===== src/hdl/pit_pkg.sv =====
`default_nettype none

package pit_pkg;

	// ==============================
	// bus geometry
	// ==============================
	localparam int ADDR_W = 10;
	localparam int DATA_W = 32;

	// each channel owns a 16 byte window
	localparam int CH_STRIDE_SH = 4;

	// offsets inside a channel window
	localparam logic [CH_STRIDE_SH-1:0] OFF_COUNT = 4'h0;
	localparam logic [CH_STRIDE_SH-1:0] OFF_MAX = 4'h4;
	localparam logic [CH_STRIDE_SH-1:0] OFF_ON = 4'h8;
	localparam logic [CH_STRIDE_SH-1:0] OFF_CTRL = 4'hc;

	// global registers, above the channel windows
	localparam logic [ADDR_W-1:0] ADR_UNDERFLOW = 10'h200;
	localparam logic [ADDR_W-1:0] ADR_SYNC = 10'h204;
	localparam logic [ADDR_W-1:0] ADR_IE = 10'h208;
	localparam logic [ADDR_W-1:0] ADR_SCRATCH = 10'h20c;

	// ==============================
	// control byte layout
	// ==============================
	localparam int CTL_W = 5;
	// load is a one-shot request, never held active
	localparam int CTL_LOAD = 0;
	localparam int CTL_EN = 1;
	localparam int CTL_AR = 2;
	localparam int CTL_XC = 3;
	localparam int CTL_GE = 4;

	// decode flag lanes, write address and read address
	localparam int ERR_WR = 0;
	localparam int ERR_RD = 1;

	// axi response codes
	localparam logic [1:0] RESP_OKAY = 2'b00;
	localparam logic [1:0] RESP_SLVERR = 2'b10;

endpackage

`default_nettype wire

===== src/hdl/pit_top.sv =====
`default_nettype none

module pit_top #(
	parameter int NTIMER = 4,
	parameter int CNT_W = 32
) (
	input  wire                            clk_i,
	input  wire                            rst_i,
	// axi4-lite slave
	input  wire [pit_pkg::ADDR_W-1:0]      s_awaddr_i,
	input  wire                            s_awvalid_i,
	output logic                           s_awready_o,
	input  wire [pit_pkg::DATA_W-1:0]      s_wdata_i,
	input  wire [pit_pkg::DATA_W/8-1:0]    s_wstrb_i,
	input  wire                            s_wvalid_i,
	output logic                           s_wready_o,
	output logic [1:0]                     s_bresp_o,
	output logic                           s_bvalid_o,
	input  wire                            s_bready_i,
	input  wire [pit_pkg::ADDR_W-1:0]      s_araddr_i,
	input  wire                            s_arvalid_i,
	output logic                           s_arready_o,
	output logic [pit_pkg::DATA_W-1:0]     s_rdata_o,
	output logic [1:0]                     s_rresp_o,
	output logic                           s_rvalid_o,
	input  wire                            s_rready_i,
	// timer pins, one bit per channel
	input  wire [NTIMER-1:0]               ext_clk_i,
	input  wire [NTIMER-1:0]               gate_i,
	output logic [NTIMER-1:0]              out_o,
	output logic                           irq_o
);

	// slave to register block
	logic wr;
	logic [pit_pkg::ADDR_W-1:0] wr_addr;
	logic [pit_pkg::DATA_W-1:0] wr_data;
	logic rd;
	logic [pit_pkg::ADDR_W-1:0] rd_addr;
	logic [pit_pkg::DATA_W-1:0] rd_data;
	logic [1:0] addr_err;

	// register block to channels
	logic [NTIMER-1:0] apply;
	logic [NTIMER-1:0][CNT_W-1:0] max;
	logic [NTIMER-1:0][CNT_W-1:0] on;
	logic [NTIMER-1:0][pit_pkg::CTL_W-1:0] ctl;
	logic [NTIMER-1:0][CNT_W-1:0] count;
	logic [NTIMER-1:0][pit_pkg::CTL_W-1:0] ctrl;
	logic [NTIMER-1:0] tc;

	pit_axil_slave u_slave (
		.clk_i, .rst_i,
		.s_awaddr_i, .s_awvalid_i, .s_awready_o,
		.s_wdata_i, .s_wstrb_i, .s_wvalid_i, .s_wready_o,
		.s_bresp_o, .s_bvalid_o, .s_bready_i,
		.s_araddr_i, .s_arvalid_i, .s_arready_o,
		.s_rdata_o, .s_rresp_o, .s_rvalid_o, .s_rready_i,
		.wr_o(wr), .wr_addr_o(wr_addr), .wr_data_o(wr_data),
		.rd_o(rd), .rd_addr_o(rd_addr), .rd_data_i(rd_data),
		.addr_err_i(addr_err)
	);

	pit_regs #(.NTIMER(NTIMER), .CNT_W(CNT_W)) u_regs (
		.clk_i, .rst_i,
		.wr_i(wr), .wr_addr_i(wr_addr), .wr_data_i(wr_data),
		.rd_i(rd), .rd_addr_i(rd_addr), .rd_data_o(rd_data),
		.addr_err_o(addr_err),
		.apply_o(apply), .max_o(max), .on_o(on), .ctl_o(ctl),
		.count_i(count), .ctrl_i(ctrl), .tc_i(tc),
		.irq_o
	);

	// one counter per timer
	for (genvar i = 0; i < NTIMER; i++) begin : g_ch
		pit_channel #(.CNT_W(CNT_W)) u_ch (
			.clk_i, .rst_i,
			.ext_clk_i(ext_clk_i[i]), .gate_i(gate_i[i]),
			.apply_i(apply[i]), .max_i(max[i]), .on_i(on[i]), .ctl_i(ctl[i]),
			.count_o(count[i]), .ctrl_o(ctrl[i]), .tc_o(tc[i]), .out_o(out_o[i])
		);
	end

endmodule

`default_nettype wire


===== src/hdl/pit_channel.sv =====
`default_nettype none

module pit_channel #(
	parameter int CNT_W = 32
) (
	input  wire                           clk_i,
	input  wire                           rst_i,
	// pins
	input  wire                           ext_clk_i,
	input  wire                           gate_i,
	// settings from the shadow registers
	input  wire                           apply_i,
	input  wire [CNT_W-1:0]               max_i,
	input  wire [CNT_W-1:0]               on_i,
	input  wire [pit_pkg::CTL_W-1:0]      ctl_i,
	// status
	output logic [CNT_W-1:0]              count_o,
	output logic [pit_pkg::CTL_W-1:0]     ctrl_o,
	output logic                          tc_o,
	output logic                          out_o
);

	// out of reset the channel is stopped but set to auto-reload
	localparam logic [pit_pkg::CTL_W-1:0] CTL_RST =
		{{(pit_pkg::CTL_W-1){1'b0}}, 1'b1} << pit_pkg::CTL_AR;

	logic [2:0] xsync_q;
	logic xpulse;
	logic [CNT_W-1:0] max_q;
	logic [CNT_W-1:0] on_q;
	logic ext_ok;
	logic gate_ok;
	logic advance;

	// ==============================
	// external clock
	// ==============================
	// two flops of synchronizer, the third holds the previous level
	always_ff @(posedge clk_i) begin
		if (rst_i) begin
			xsync_q <= '0;
		end else begin
			xsync_q <= {xsync_q[1:0], ext_clk_i};
		end
	end

	// rising edge, one clk_i cycle wide
	assign xpulse = xsync_q[1] & ~xsync_q[2];

	// count qualifiers
	assign ext_ok = ~ctrl_o[pit_pkg::CTL_XC] | xpulse;
	assign gate_ok = ~ctrl_o[pit_pkg::CTL_GE] | gate_i;
	assign advance = ctrl_o[pit_pkg::CTL_EN] & ext_ok & gate_ok;

	// active limits, only meaningful once applied
	always_ff @(posedge clk_i) begin
		if (apply_i) begin
			max_q <= max_i;
			on_q <= on_i;
		end
	end

	// ==============================
	// counter and output pin
	// ==============================
	always_ff @(posedge clk_i) begin
		if (rst_i) begin
			ctrl_o <= CTL_RST;
			count_o <= '0;
			tc_o <= 1'b0;
			out_o <= 1'b0;
		end else begin
			tc_o <= 1'b0;
			if (apply_i) begin
				ctrl_o <= ctl_i;
				// load never stays set in the active copy
				ctrl_o[pit_pkg::CTL_LOAD] <= 1'b0;
				if (ctl_i[pit_pkg::CTL_LOAD]) begin
					count_o <= max_i;
				end
			end else if (advance) begin
				if (count_o == '0) begin
					// terminal count
					tc_o <= 1'b1;
					out_o <= 1'b0;
					if (ctrl_o[pit_pkg::CTL_AR]) begin
						count_o <= max_q;
					end else begin
						// one-shot stops itself and parks at zero
						ctrl_o[pit_pkg::CTL_EN] <= 1'b0;
					end
				end else begin
					count_o <= count_o - 1'b1;
					// pin goes high for the last on_q counts of the period
					if (count_o == on_q) begin
						out_o <= 1'b1;
					end
				end
			end
		end
	end

endmodule

`default_nettype wire


===== src/hdl/pit_regs.sv =====
`default_nettype none

module pit_regs #(
	parameter int NTIMER = 4,
	parameter int CNT_W = 32
) (
	input  wire                                         clk_i,
	input  wire                                         rst_i,
	// bus strobes
	input  wire                                         wr_i,
	input  wire [pit_pkg::ADDR_W-1:0]                   wr_addr_i,
	input  wire [pit_pkg::DATA_W-1:0]                   wr_data_i,
	input  wire                                         rd_i,
	input  wire [pit_pkg::ADDR_W-1:0]                   rd_addr_i,
	output logic [pit_pkg::DATA_W-1:0]                  rd_data_o,
	output logic [1:0]                                  addr_err_o,
	// shadows toward the channels
	output logic [NTIMER-1:0]                           apply_o,
	output logic [NTIMER-1:0][CNT_W-1:0]                max_o,
	output logic [NTIMER-1:0][CNT_W-1:0]                on_o,
	output logic [NTIMER-1:0][pit_pkg::CTL_W-1:0]       ctl_o,
	// channel status
	input  wire [NTIMER-1:0][CNT_W-1:0]                 count_i,
	input  wire [NTIMER-1:0][pit_pkg::CTL_W-1:0]        ctrl_i,
	input  wire [NTIMER-1:0]                            tc_i,
	output logic                                        irq_o
);

	localparam int AW = pit_pkg::ADDR_W;
	localparam int DW = pit_pkg::DATA_W;
	localparam int SH = pit_pkg::CH_STRIDE_SH;

	logic [NTIMER-1:0] uf_q;
	logic [NTIMER-1:0] ie_q;
	logic [DW-1:0] scratch_q;
	logic wr_uf;
	logic wr_sync;
	logic wr_ie;
	logic wr_scratch;
	logic wr_chan;
	logic rd_chan;
	int wr_ch;
	int rd_ch;
	logic [SH-1:0] wr_off;
	logic [SH-1:0] rd_off;

	// word compare, byte address bits are ignored
	function automatic logic is_reg(input logic [AW-1:0] a, input logic [AW-1:0] r);
		return a[AW-1:2] == r[AW-1:2];
	endfunction

	// valid = implemented channel window or the global block
	function automatic logic addr_bad(input logic [AW-1:0] a);
		logic glob;
		logic chan;
		glob = a[AW-1:SH] == pit_pkg::ADR_UNDERFLOW[AW-1:SH];
		chan = (a < pit_pkg::ADR_UNDERFLOW) && (int'(a >> SH) < NTIMER);
		return !(glob || chan);
	endfunction

	assign addr_err_o[pit_pkg::ERR_WR] = addr_bad(wr_addr_i);
	assign addr_err_o[pit_pkg::ERR_RD] = addr_bad(rd_addr_i);

	assign wr_uf = wr_i & is_reg(wr_addr_i, pit_pkg::ADR_UNDERFLOW);
	assign wr_sync = wr_i & is_reg(wr_addr_i, pit_pkg::ADR_SYNC);
	assign wr_ie = wr_i & is_reg(wr_addr_i, pit_pkg::ADR_IE);
	assign wr_scratch = wr_i & is_reg(wr_addr_i, pit_pkg::ADR_SCRATCH);

	assign wr_chan = wr_addr_i < pit_pkg::ADR_UNDERFLOW;
	assign rd_chan = rd_addr_i < pit_pkg::ADR_UNDERFLOW;
	assign wr_ch = int'(wr_addr_i >> SH);
	assign rd_ch = int'(rd_addr_i >> SH);
	assign wr_off = {wr_addr_i[SH-1:2], 2'b00};
	assign rd_off = {rd_addr_i[SH-1:2], 2'b00};

	// ==============================
	// shadows, sync, status
	// ==============================
	always_ff @(posedge clk_i) begin
		if (rst_i) begin
			apply_o <= '0;
			max_o <= '0;
			on_o <= '0;
			ctl_o <= '0;
			uf_q <= '0;
			ie_q <= '0;
			irq_o <= 1'b0;
		end else begin
			// apply is a single cycle pulse per selected channel
			apply_o <= wr_sync ? wr_data_i[NTIMER-1:0] : '0;
			for (int n = 0; n < NTIMER; n++) begin
				// load request is consumed as the channel latches it
				if (apply_o[n]) begin
					ctl_o[n][pit_pkg::CTL_LOAD] <= 1'b0;
				end
				if (wr_i && wr_chan && wr_ch == n) begin
					case (wr_off)
						pit_pkg::OFF_MAX: max_o[n] <= wr_data_i[CNT_W-1:0];
						pit_pkg::OFF_ON: on_o[n] <= wr_data_i[CNT_W-1:0];
						pit_pkg::OFF_CTRL: ctl_o[n] <= wr_data_i[pit_pkg::CTL_W-1:0];
						// count is read only
						default: ;
					endcase
				end
			end
			// write one to clear, a fresh terminal count wins
			uf_q <= (uf_q & ~(wr_uf ? wr_data_i[NTIMER-1:0] : '0)) | tc_i;
			if (wr_ie) begin
				ie_q <= wr_data_i[NTIMER-1:0];
			end
			irq_o <= |(uf_q & ie_q);
		end
	end

	always_ff @(posedge clk_i) begin
		if (wr_scratch) begin
			scratch_q <= wr_data_i;
		end
	end

	// ==============================
	// read mux
	// ==============================
	always_comb begin
		rd_data_o = '0;
		if (rd_i) begin
			// sync register always reads back zero
			if (is_reg(rd_addr_i, pit_pkg::ADR_UNDERFLOW)) begin
				rd_data_o[NTIMER-1:0] = uf_q;
			end else if (is_reg(rd_addr_i, pit_pkg::ADR_IE)) begin
				rd_data_o[NTIMER-1:0] = ie_q;
			end else if (is_reg(rd_addr_i, pit_pkg::ADR_SCRATCH)) begin
				rd_data_o = scratch_q;
			end
			for (int n = 0; n < NTIMER; n++) begin
				if (rd_chan && rd_ch == n) begin
					case (rd_off)
						pit_pkg::OFF_COUNT: rd_data_o[CNT_W-1:0] = count_i[n];
						pit_pkg::OFF_MAX: rd_data_o[CNT_W-1:0] = max_o[n];
						pit_pkg::OFF_ON: rd_data_o[CNT_W-1:0] = on_o[n];
						// active bits, not the shadow
						default: rd_data_o[pit_pkg::CTL_W-1:0] = ctrl_i[n];
					endcase
				end
			end
		end
	end

endmodule

`default_nettype wire


===== src/hdl/pit_axil_slave.sv =====
`default_nettype none

module pit_axil_slave (
	input  wire                            clk_i,
	input  wire                            rst_i,
	// write address
	input  wire [pit_pkg::ADDR_W-1:0]      s_awaddr_i,
	input  wire                            s_awvalid_i,
	output logic                           s_awready_o,
	// write data
	input  wire [pit_pkg::DATA_W-1:0]      s_wdata_i,
	input  wire [pit_pkg::DATA_W/8-1:0]    s_wstrb_i,
	input  wire                            s_wvalid_i,
	output logic                           s_wready_o,
	// write response
	output logic [1:0]                     s_bresp_o,
	output logic                           s_bvalid_o,
	input  wire                            s_bready_i,
	// read address
	input  wire [pit_pkg::ADDR_W-1:0]      s_araddr_i,
	input  wire                            s_arvalid_i,
	output logic                           s_arready_o,
	// read data
	output logic [pit_pkg::DATA_W-1:0]     s_rdata_o,
	output logic [1:0]                     s_rresp_o,
	output logic                           s_rvalid_o,
	input  wire                            s_rready_i,
	// register block side
	output logic                           wr_o,
	output logic [pit_pkg::ADDR_W-1:0]     wr_addr_o,
	output logic [pit_pkg::DATA_W-1:0]     wr_data_o,
	output logic                           rd_o,
	output logic [pit_pkg::ADDR_W-1:0]     rd_addr_o,
	input  wire [pit_pkg::DATA_W-1:0]      rd_data_i,
	input  wire [1:0]                      addr_err_i
);

	logic aw_rdy_q;
	logic ar_rdy_q;
	logic wr_hs;
	logic rd_hs;
	logic wr_ok;

	// shared ready for aw and w, the pair is accepted as one beat
	assign s_awready_o = aw_rdy_q;
	assign s_wready_o = aw_rdy_q;
	assign s_arready_o = ar_rdy_q;

	assign wr_hs = aw_rdy_q & s_awvalid_i & s_wvalid_i;
	assign rd_hs = ar_rdy_q & s_arvalid_i;

	// partial writes are refused, as are holes in the map
	assign wr_ok = (&s_wstrb_i) & ~addr_err_i[pit_pkg::ERR_WR];

	// decode sees the live address, valid holds it stable until accepted
	assign wr_addr_o = s_awaddr_i;
	assign wr_data_o = s_wdata_i;
	assign rd_addr_o = s_araddr_i;

	// strobes last exactly the handshake cycle
	assign wr_o = wr_hs & wr_ok;
	assign rd_o = rd_hs;

	// ==============================
	// write channel
	// ==============================
	always_ff @(posedge clk_i) begin
		if (rst_i) begin
			aw_rdy_q <= 1'b0;
			s_bvalid_o <= 1'b0;
		end else begin
			// ready is a one cycle pulse, never while a response waits
			aw_rdy_q <= s_awvalid_i & s_wvalid_i & ~aw_rdy_q & ~s_bvalid_o;
			if (wr_hs) begin
				s_bvalid_o <= 1'b1;
			end else if (s_bvalid_o && s_bready_i) begin
				s_bvalid_o <= 1'b0;
			end
		end
	end

	always_ff @(posedge clk_i) begin
		if (wr_hs) begin
			s_bresp_o <= wr_ok ? pit_pkg::RESP_OKAY : pit_pkg::RESP_SLVERR;
		end
	end

	// ==============================
	// read channel
	// ==============================
	always_ff @(posedge clk_i) begin
		if (rst_i) begin
			ar_rdy_q <= 1'b0;
			s_rvalid_o <= 1'b0;
		end else begin
			ar_rdy_q <= s_arvalid_i & ~ar_rdy_q & ~s_rvalid_o;
			if (rd_hs) begin
				s_rvalid_o <= 1'b1;
			end else if (s_rvalid_o && s_rready_i) begin
				s_rvalid_o <= 1'b0;
			end
		end
	end

	// data captured at the handshake edge and held until taken
	always_ff @(posedge clk_i) begin
		if (rd_hs) begin
			s_rdata_o <= rd_data_i;
			if (addr_err_i[pit_pkg::ERR_RD]) begin
				s_rresp_o <= pit_pkg::RESP_SLVERR;
			end else begin
				s_rresp_o <= pit_pkg::RESP_OKAY;
			end
		end
	end

endmodule

`default_nettype wire


===== config.mk =====
export PLATFORM = sky130hd
export DESIGN_NAME = pit_top
export DESIGN_NICKNAME = d
export VERILOG_FILES = /design/src/hdl/pit_pkg.sv /design/src/hdl/pit_top.sv /design/src/hdl/pit_channel.sv /design/src/hdl/pit_regs.sv /design/src/hdl/pit_axil_slave.sv
export SDC_FILE = /design/constraint.sdc
export NUM_CORES = 2
export LEC_CHECK = 0
export ABC_AREA = 1
export BUFFER_PORTS_ARGS = -buffer_cell sky130_fd_sc_hd__buf_2
export CORE_MARGIN = 2
export CORE_UTILIZATION = 40
export CTS_CLUSTER_DIAMETER = 30
export DETAILED_ROUTE_END_ITERATION = 10
export GPL_ROUTABILITY_DRIVEN = 0
export SETUP_SLACK_MARGIN = 0.02
export SLEW_MARGIN = 30
export SYNTH_ARGS = -nofsm -noshare
export SYNTH_HDL_FRONTEND = slang
export SYNTH_SLANG_ARGS = --single-unit

===== constraint.sdc =====
create_clock -name clk_i -period 6.7 [get_ports clk_i]
set_input_delay 1.675 -clock clk_i [delete_from_list [all_inputs] [get_ports clk_i]]
set_output_delay 1.675 -clock clk_i [all_outputs]
set_load 0.03 [all_outputs]

## Yosys cells after proc, flatten, opt, wreduce, memory -nomap -nowiden

Index checks and enable logic that the tools add are counted.

- Add/subtract/negate cells: 4
- Order comparisons: 4
- Equality and inequality tests: 36
- Mux-type cells: 88
- Bitwise operators: 63
- Reduce and logical (&&, ||, !) cells: 67

Operators with widths:

| cell | count |
|---|---|
| $mux W32 | 28 |
| $pmux W27 S3 | 4 |
| $logic_not A32 Y1 | 6 |
| $eq A32 B32 Y1 | 4 |
| $sub A32 B1 Y32 const B | 4 |
| $mux W28 | 3 |
| $pmux W5 S3 | 4 |
| $eq A8 B8 Y1 const B | 7 |
| $mux W1 | 44 |
| $reduce_and A3 Y1 | 12 |
| $reduce_bool A2 Y1 | 14 |
| $and A1 B1 Y1 | 26 |
| $not A1 Y1 | 25 |
| $eq A6 B3 Y1 const B | 4 |
| $reduce_and A2 Y1 | 12 |
| $lt A10 B10 Y1 const B | 2 |
| $ne A2 B2 Y1 const B | 8 |
| $logic_and A1 B1 Y1 | 13 |
| $eq A6 B2 Y1 const B | 2 |
| $eq A6 B6 Y1 const B | 2 |
| $lt A6 B3 Y1 const B | 2 |
| $mux W4 | 3 |
| $ne A3 B2 Y1 const B | 4 |
| $reduce_or A3 Y1 | 4 |
| 12 further kinds | 25 |

- Register bits after elaboration: 781
- Input bits: 71
- Word-level logic and storage cells: 322

## Logic depth before layout (Yosys ltp)

- Depth in word-level cells: 16
- Mapped depth: 15

## Cells and area by module

Synthesis repeated with hierarchy kept, for this count alone.

- Cells, all modules: 5037
- Area, all modules: 39434.1 um^2

By module, submodules not included:

| module | instances | cells each | area each (um^2) | sequential area each (um^2) |
|---|---|---|---|---|
| pit_regs | 1 | 2052 | 14875.5 | 6746.5 |
| pit_channel (g_ch[2].u_ch ...) | 2 | 740 | 5735.5 | 2742.6 |
| pit_channel (g_ch[0].u_ch ...) | 2 | 694 | 5725.5 | 2742.6 |
| pit_axil_slave | 1 | 117 | 1636.6 | 1101.1 |

## Worst setup path before layout

Ideal clock, no wire load.

- Path type: input to register
- Start point: input port s_awaddr_i[6] (netlist bit)
- End point: register u_regs.scratch_q[0] (enable)
- Setup time: 421 ps
- Arrival: 3793 ps
- Data required time: 6279 ps
- Slack: 2486 ps
- Stages on the path: 7
- Path buffers: 1
- Path through: nor2_2 -> nand2_1 -> a21oi_1 -> and3_1 -> buf_4 -> nand2_1 -> nor2_1

- Cells in the longest elaborated chain, start to end: 6
- Elaborated cells on any way between the ends: 9
- Classes of those cells: order compare (2); eq/ne (2); bitwise (3); reduce/logical (2)

RTL lines:

| element | RTL line | RTL |
|---|---|---|
| start, declared | pit_top.sv:10 | `input wire [pit_pkg::ADDR_W-1:0] s_awaddr_i,` |
| $lt A10 B10 Y1 or $lt A6 B3 Y1 (tied branches) | pit_regs.sv:57 | `chan = (a < pit_pkg::ADR_UNDERFLOW) && (int'(a >> SH) < NTIMER);` |
| $logic_and A1 B1 Y1 | pit_regs.sv:57 |  |
| $logic_or A1 B1 Y1 | pit_regs.sv:58 | `return !(glob \|\| chan);` |
| $and A1 B1 Y1 | pit_axil_slave.sv:53 | `assign wr_ok = (&s_wstrb_i) & ~addr_err_i[pit_pkg::ERR_WR];` |
| $and A1 B1 Y1 | pit_axil_slave.sv:61 | `assign wr_o = wr_hs & wr_ok;` |
| $and A1 B1 Y1 * | pit_regs.sv:67 | `assign wr_scratch = wr_i & is_reg(wr_addr_i, pit_pkg::ADR_SCRATCH);` |
| net u_regs.wr_scratch | pit_regs.sv:39 | `logic wr_scratch;` |
| end signal, assigned | pit_regs.sv:117 | `scratch_q <= wr_data_i;` |
| end, declared | pit_regs.sv:35 | `logic [DW-1:0] scratch_q;` |

Mark *: on every way through the listed nets, which the timed path passes. The rest lies on a longest branch.
A chain may end at the register's enable or synchronous reset.

## Final worst setup path

- Start point: input port s_awaddr_i[6] (netlist bit)
- End point: register u_regs.max_o[90] (netlist bit)

- Cells in the longest elaborated chain, start to end: 8
- Elaborated cells on any way between the ends: 11
- Classes of those cells: order compare (2); eq/ne (2); bitwise (2); reduce/logical (5)

RTL lines:

| element | RTL line | RTL |
|---|---|---|
| $lt A10 B10 Y1 or $lt A6 B3 Y1 (tied branches) | pit_regs.sv:57, pit_regs.sv:69 |  |
| $logic_and A1 B1 Y1 | pit_regs.sv:57 |  |
| $logic_or A1 B1 Y1 | pit_regs.sv:58 |  |
| $and A1 B1 Y1 | pit_axil_slave.sv:53 |  |
| $and A1 B1 Y1 | pit_axil_slave.sv:61 |  |
| $logic_and A1 B1 Y1 | pit_regs.sv:96 | `if (wr_i && wr_chan && wr_ch == n) begin` |
| $logic_and A1 B1 Y1 * | pit_regs.sv:96 |  |
| $reduce_and A2 Y1 (no source line) * | n/a |  |
| end signal, assigned by index | pit_regs.sv:98 | `pit_pkg::OFF_MAX: max_o[n] <= wr_data_i[CNT_W-1:0];` |
| end, declared | pit_regs.sv:19 | `output logic [NTIMER-1:0][CNT_W-1:0] max_o,` |

Mark *: on every way between the ends. The rest lies on a longest branch, timed or not.

==> key figures <==
Setup path
  – Critical Path End: u_regs.max_o[90]
  – Critical path peak fanout: 33
  – CP bufs+invs: 2
  – Crit path max-delay family: simple AND/OR/NAND/NOR gates
  – WP depth: 11
  – Crit path DAT: around 4.7 ns
  – Crit path capture type: flop
  – CP startpoint: s_awaddr_i[6]
  – CP max stage cell: inv_2
  – Worst-path cell chain: buf_2 -> nor2_2 -> nand2_1 -> a21oi_1 -> and2_1 -> nand3_2 -> nor2_2 -> nand2_2 -> inv_2 -> nor2_1 -> nor2_1
  – Worst reg2reg setup slack: around 3.4 ns
  – CP Launch Type: primary input
  – R2R cell count: 12
  – Crit path kind: primary input to flop
  – CP required: roughly 7.4 ns
  – RR Startpoint: g_ch[3].u_ch.count_o[0]
  – RR Endpoint: g_ch[3].u_ch.count_o[2]
  – CP peak stage delay: 0.87 ns

Routing
  – Via count: about 36000
  – Iteration-0 DRC Markers: about 4100
  – DR DRC count: 0
  – DRT Pass-1 Iters: 7
  – Final wirelength: ~150 mm
  – Post-route ant nets: 0
  – WL/cell: 22.23 um
  – Via-per-instance ratio: roughly 5.5

Timing
  – Max_slew headroom: around 29%
  – Final Slew Violations: 0
  – RSZ-0062 raised after global routing: false
  – Worst Clk Skew: between 0.03 and 0.04 ns
  – Min cycle time layout: between 4 and 5 ns
  – Maximum clock frequency: 245.9 MHz
  – Final hold vios: 0
  – Setup TNS: 0 ns
  – Final Setup Violations: 0
  – Worst-Margin Slew: roughly 1.1 ns
  – Final period utilization: between 60% and 70%

Clocking
  – Clock sink total: 779
  – Root buf cell: clkbuf_16
  – Clk Latency, worst-skew pair: roughly 0.75 ns
  – Num CTS Buffers: between 150 and 200
  – Clock transition at the registers of the reported paths: about 0.050 ns
  – Post_cts resized: 0
  – CTS tree: yes
  – Clock buffer depth: 3
  – Number of post-CTS setup repair buffers: 0
  – # hold bufs at CTS: 0
  – # H-tree levels: 4

Floorplanning
  – Initial core utilization: between 40% and 50%
  – Die area: a little under 0.1 mm^2
  – Row Count: roughly 110
  – IO Count: approximately 120
  – Die Height: ~310 um
  – Chip width: ~310 um
  – Core ar.: roughly 0.095 mm^2

Pwr
  – Pwr dens: between 300 and 400 mW/mm^2
  – Worst vdd ir: about 0.25 mV
  – Design Power: approximately 0.014 W
  – Leakage: 18.71 nW

Synth
  – Seq cells post-synth: a little under 800
  – Number of flops mapped to enable cells by yosys: roughly 320
  – Syn_area_per_cell: 7.542 um^2
  – Area of the mapped netlist: 0.03811 mm^2
  – Warnings from Yosys: 0
  – Sequential area share after synthesis: 49.38%
  – Synth Instances: 5053
  – Asr flop ratio synth: 0%
  – Ys flop type: dfxtp_1
  – Synth unique cells: between 40 and 50

Final layout
  – Fill count: 9319
  – Ant diodes: 0
  – Layout Utilization: between 40 and 50%
  – Most common cell after layout, fill and taps aside: nand2_1
  – Area Overhead vs Synth: 19.83%
  – Share of cells above drive strength 1: between 9 and 10%
  – Finished Cell Area: 0.04567 mm^2
  – Total Nets Final: approximately 5200
  – Most frequent cells in the layout: nand2_1 (1360), nor2_1 (950), dfxtp_1 (453), inv_1 (359), edfxtp_1 (322)

GRT
  – Initial antenna violation count: 9
  – First-pass GRT wire length: 213.2 mm
  – Vias in the first global route: approximately 33000
  – Aggregate global-route resource usage: between 20% and 30%
  – Largest net degree at the start of global routing: 180
  – Total grt overflow: 0

Run
  – Max Cap Viol: 0

Run status
  – Outcome: finished clean

Placement
  – IO buf count: between 100 and 150
  – Post-DP Area: 0.03949 mm^2
  – Placed wire-length estimate: 94.94 mm

Min path
  – Worst hold path class: flop to flop
==> sequential cells by signal, summed over array words and instances, names as in the netlist, 12 cells and up <==
name	count
g_ch.u_ch.ctrl_o	16
g_ch.u_ch.count_o	128
u_regs.ctl_o	20
g_ch.u_ch.xsync_q	12
u_regs.on_o	128
u_slave.s_rdata_o	32
g_ch.u_ch.on_q	128
g_ch.u_ch.max_q	128
u_regs.max_o	128
u_regs.scratch_q	32
==> cell type report <==
cell class,instances,area (um^2),area share (%)
Sequential cell,779,18830,41.24
Multi-Input combinational cell,3621,16670,36.51
Clock buffer,223,4761,10.43
Tap cell,1265,1583,3.466
Inverter,375,1420,3.110
Clock inverter,101,1351,2.959
Timing Repair Buffer,163,1047,2.293
==> worst min path at each step <==
| stage | from | end | cells past startpoint |
|---|---|---|---|
| finish | g_ch[2].u_ch.xsync_q[0] | g_ch[2].u_ch.xsync_q[1] | 2 |
| detailed placement | g_ch[2].u_ch.xsync_q[0] | g_ch[2].u_ch.xsync_q[1] | 2 |
| CTS | g_ch[2].u_ch.xsync_q[0] | g_ch[2].u_ch.xsync_q[1] | 2 |
| floorplan | g_ch[0].u_ch.xsync_q[0] | g_ch[0].u_ch.xsync_q[1] | 2 |
| global route | g_ch[3].u_ch.xsync_q[0] | g_ch[3].u_ch.xsync_q[1] | 2 |
| global placement | g_ch[0].u_ch.xsync_q[0] | g_ch[0].u_ch.xsync_q[1] | 2 |
==> Yosys cell counts (53+ instances only) <==
cell | count | share of area, %
nand2_1 | 1361 | 13
nor2_1 | 959 | 9.4
dfxtp_1 | 457 | 24
inv_1 | 363 | 3.6
edfxtp_1 | 322 | 25
nand3_1 | 289 | 3.8
o21ai_0 | 173 | 2.3
a21oi_1 | 154 | 2.0
nor3_1 | 154 | 2.0
clkbuf_1 | 149 | 1.5
nand4_1 | 91 | 1.5
o211ai_1 | 79 | 1.6
xor2_1 | 77 | 1.8
o21bai_1 | 68 | 1.3
buf_2 | 63 | 0.83
xnor2_1 | 53 | 1.2
==> stage by stage <==
stage	hold WS (ns)	std cells	worst slack (ns)
6_report	0.3947	6527	2.633
5_1_grt	0.4241	6527	2.488
4_1_cts	0.3974	6525	2.722
3_5_place_dp	0.3942	6201	1.975
3_3_place_gp	0.3906	6201	2.073
2_1_floorplan	0.3883	5054	2.486
==> layer usage <==
| metal | track usage [%] | part of all wire, % | up-vias |
|---|---|---|---|
| met2 | 42.76 | 43 | 1870 |
| met3 | 7.113 | 11 | 310 |
| li1 | - | - | 16660 |
| met4 | 12.69 | 4.3 | 8 |
| met1 | 40.34 | 42 | 16790 |
| met5 | 0 | 0.032 | - |
==> power by group <==
group	internal (W)	leakage (nW)	switching [W]
registers	0.00493	6.23	0.00000429
clock network	0.00604	2.95	0.00282
logic	0.0000518	9.53	0.000273
==> worst min-delay path, stage by stage, from the launching register on <==
cell,delay [ns]
dfxtp_1,0.29
inv_1,0.04
nor2_1,0.03
==> cell families (layout without fill, tap and decap cells) <==
logic type,Yosys count,count (layout),synth area share [%]
and+or+nand+nor,2907,2907,31.29
DFF,779,779,49.38
other,1,2,0.009840
buffers and inverters,654,862,7.056
AOI/OAI and AO/OA,578,578,9.147
adders and majority gates,4,4,0.1313
xor gates and xnor gates,130,130,2.988
(Power assumes the default switching activity.)
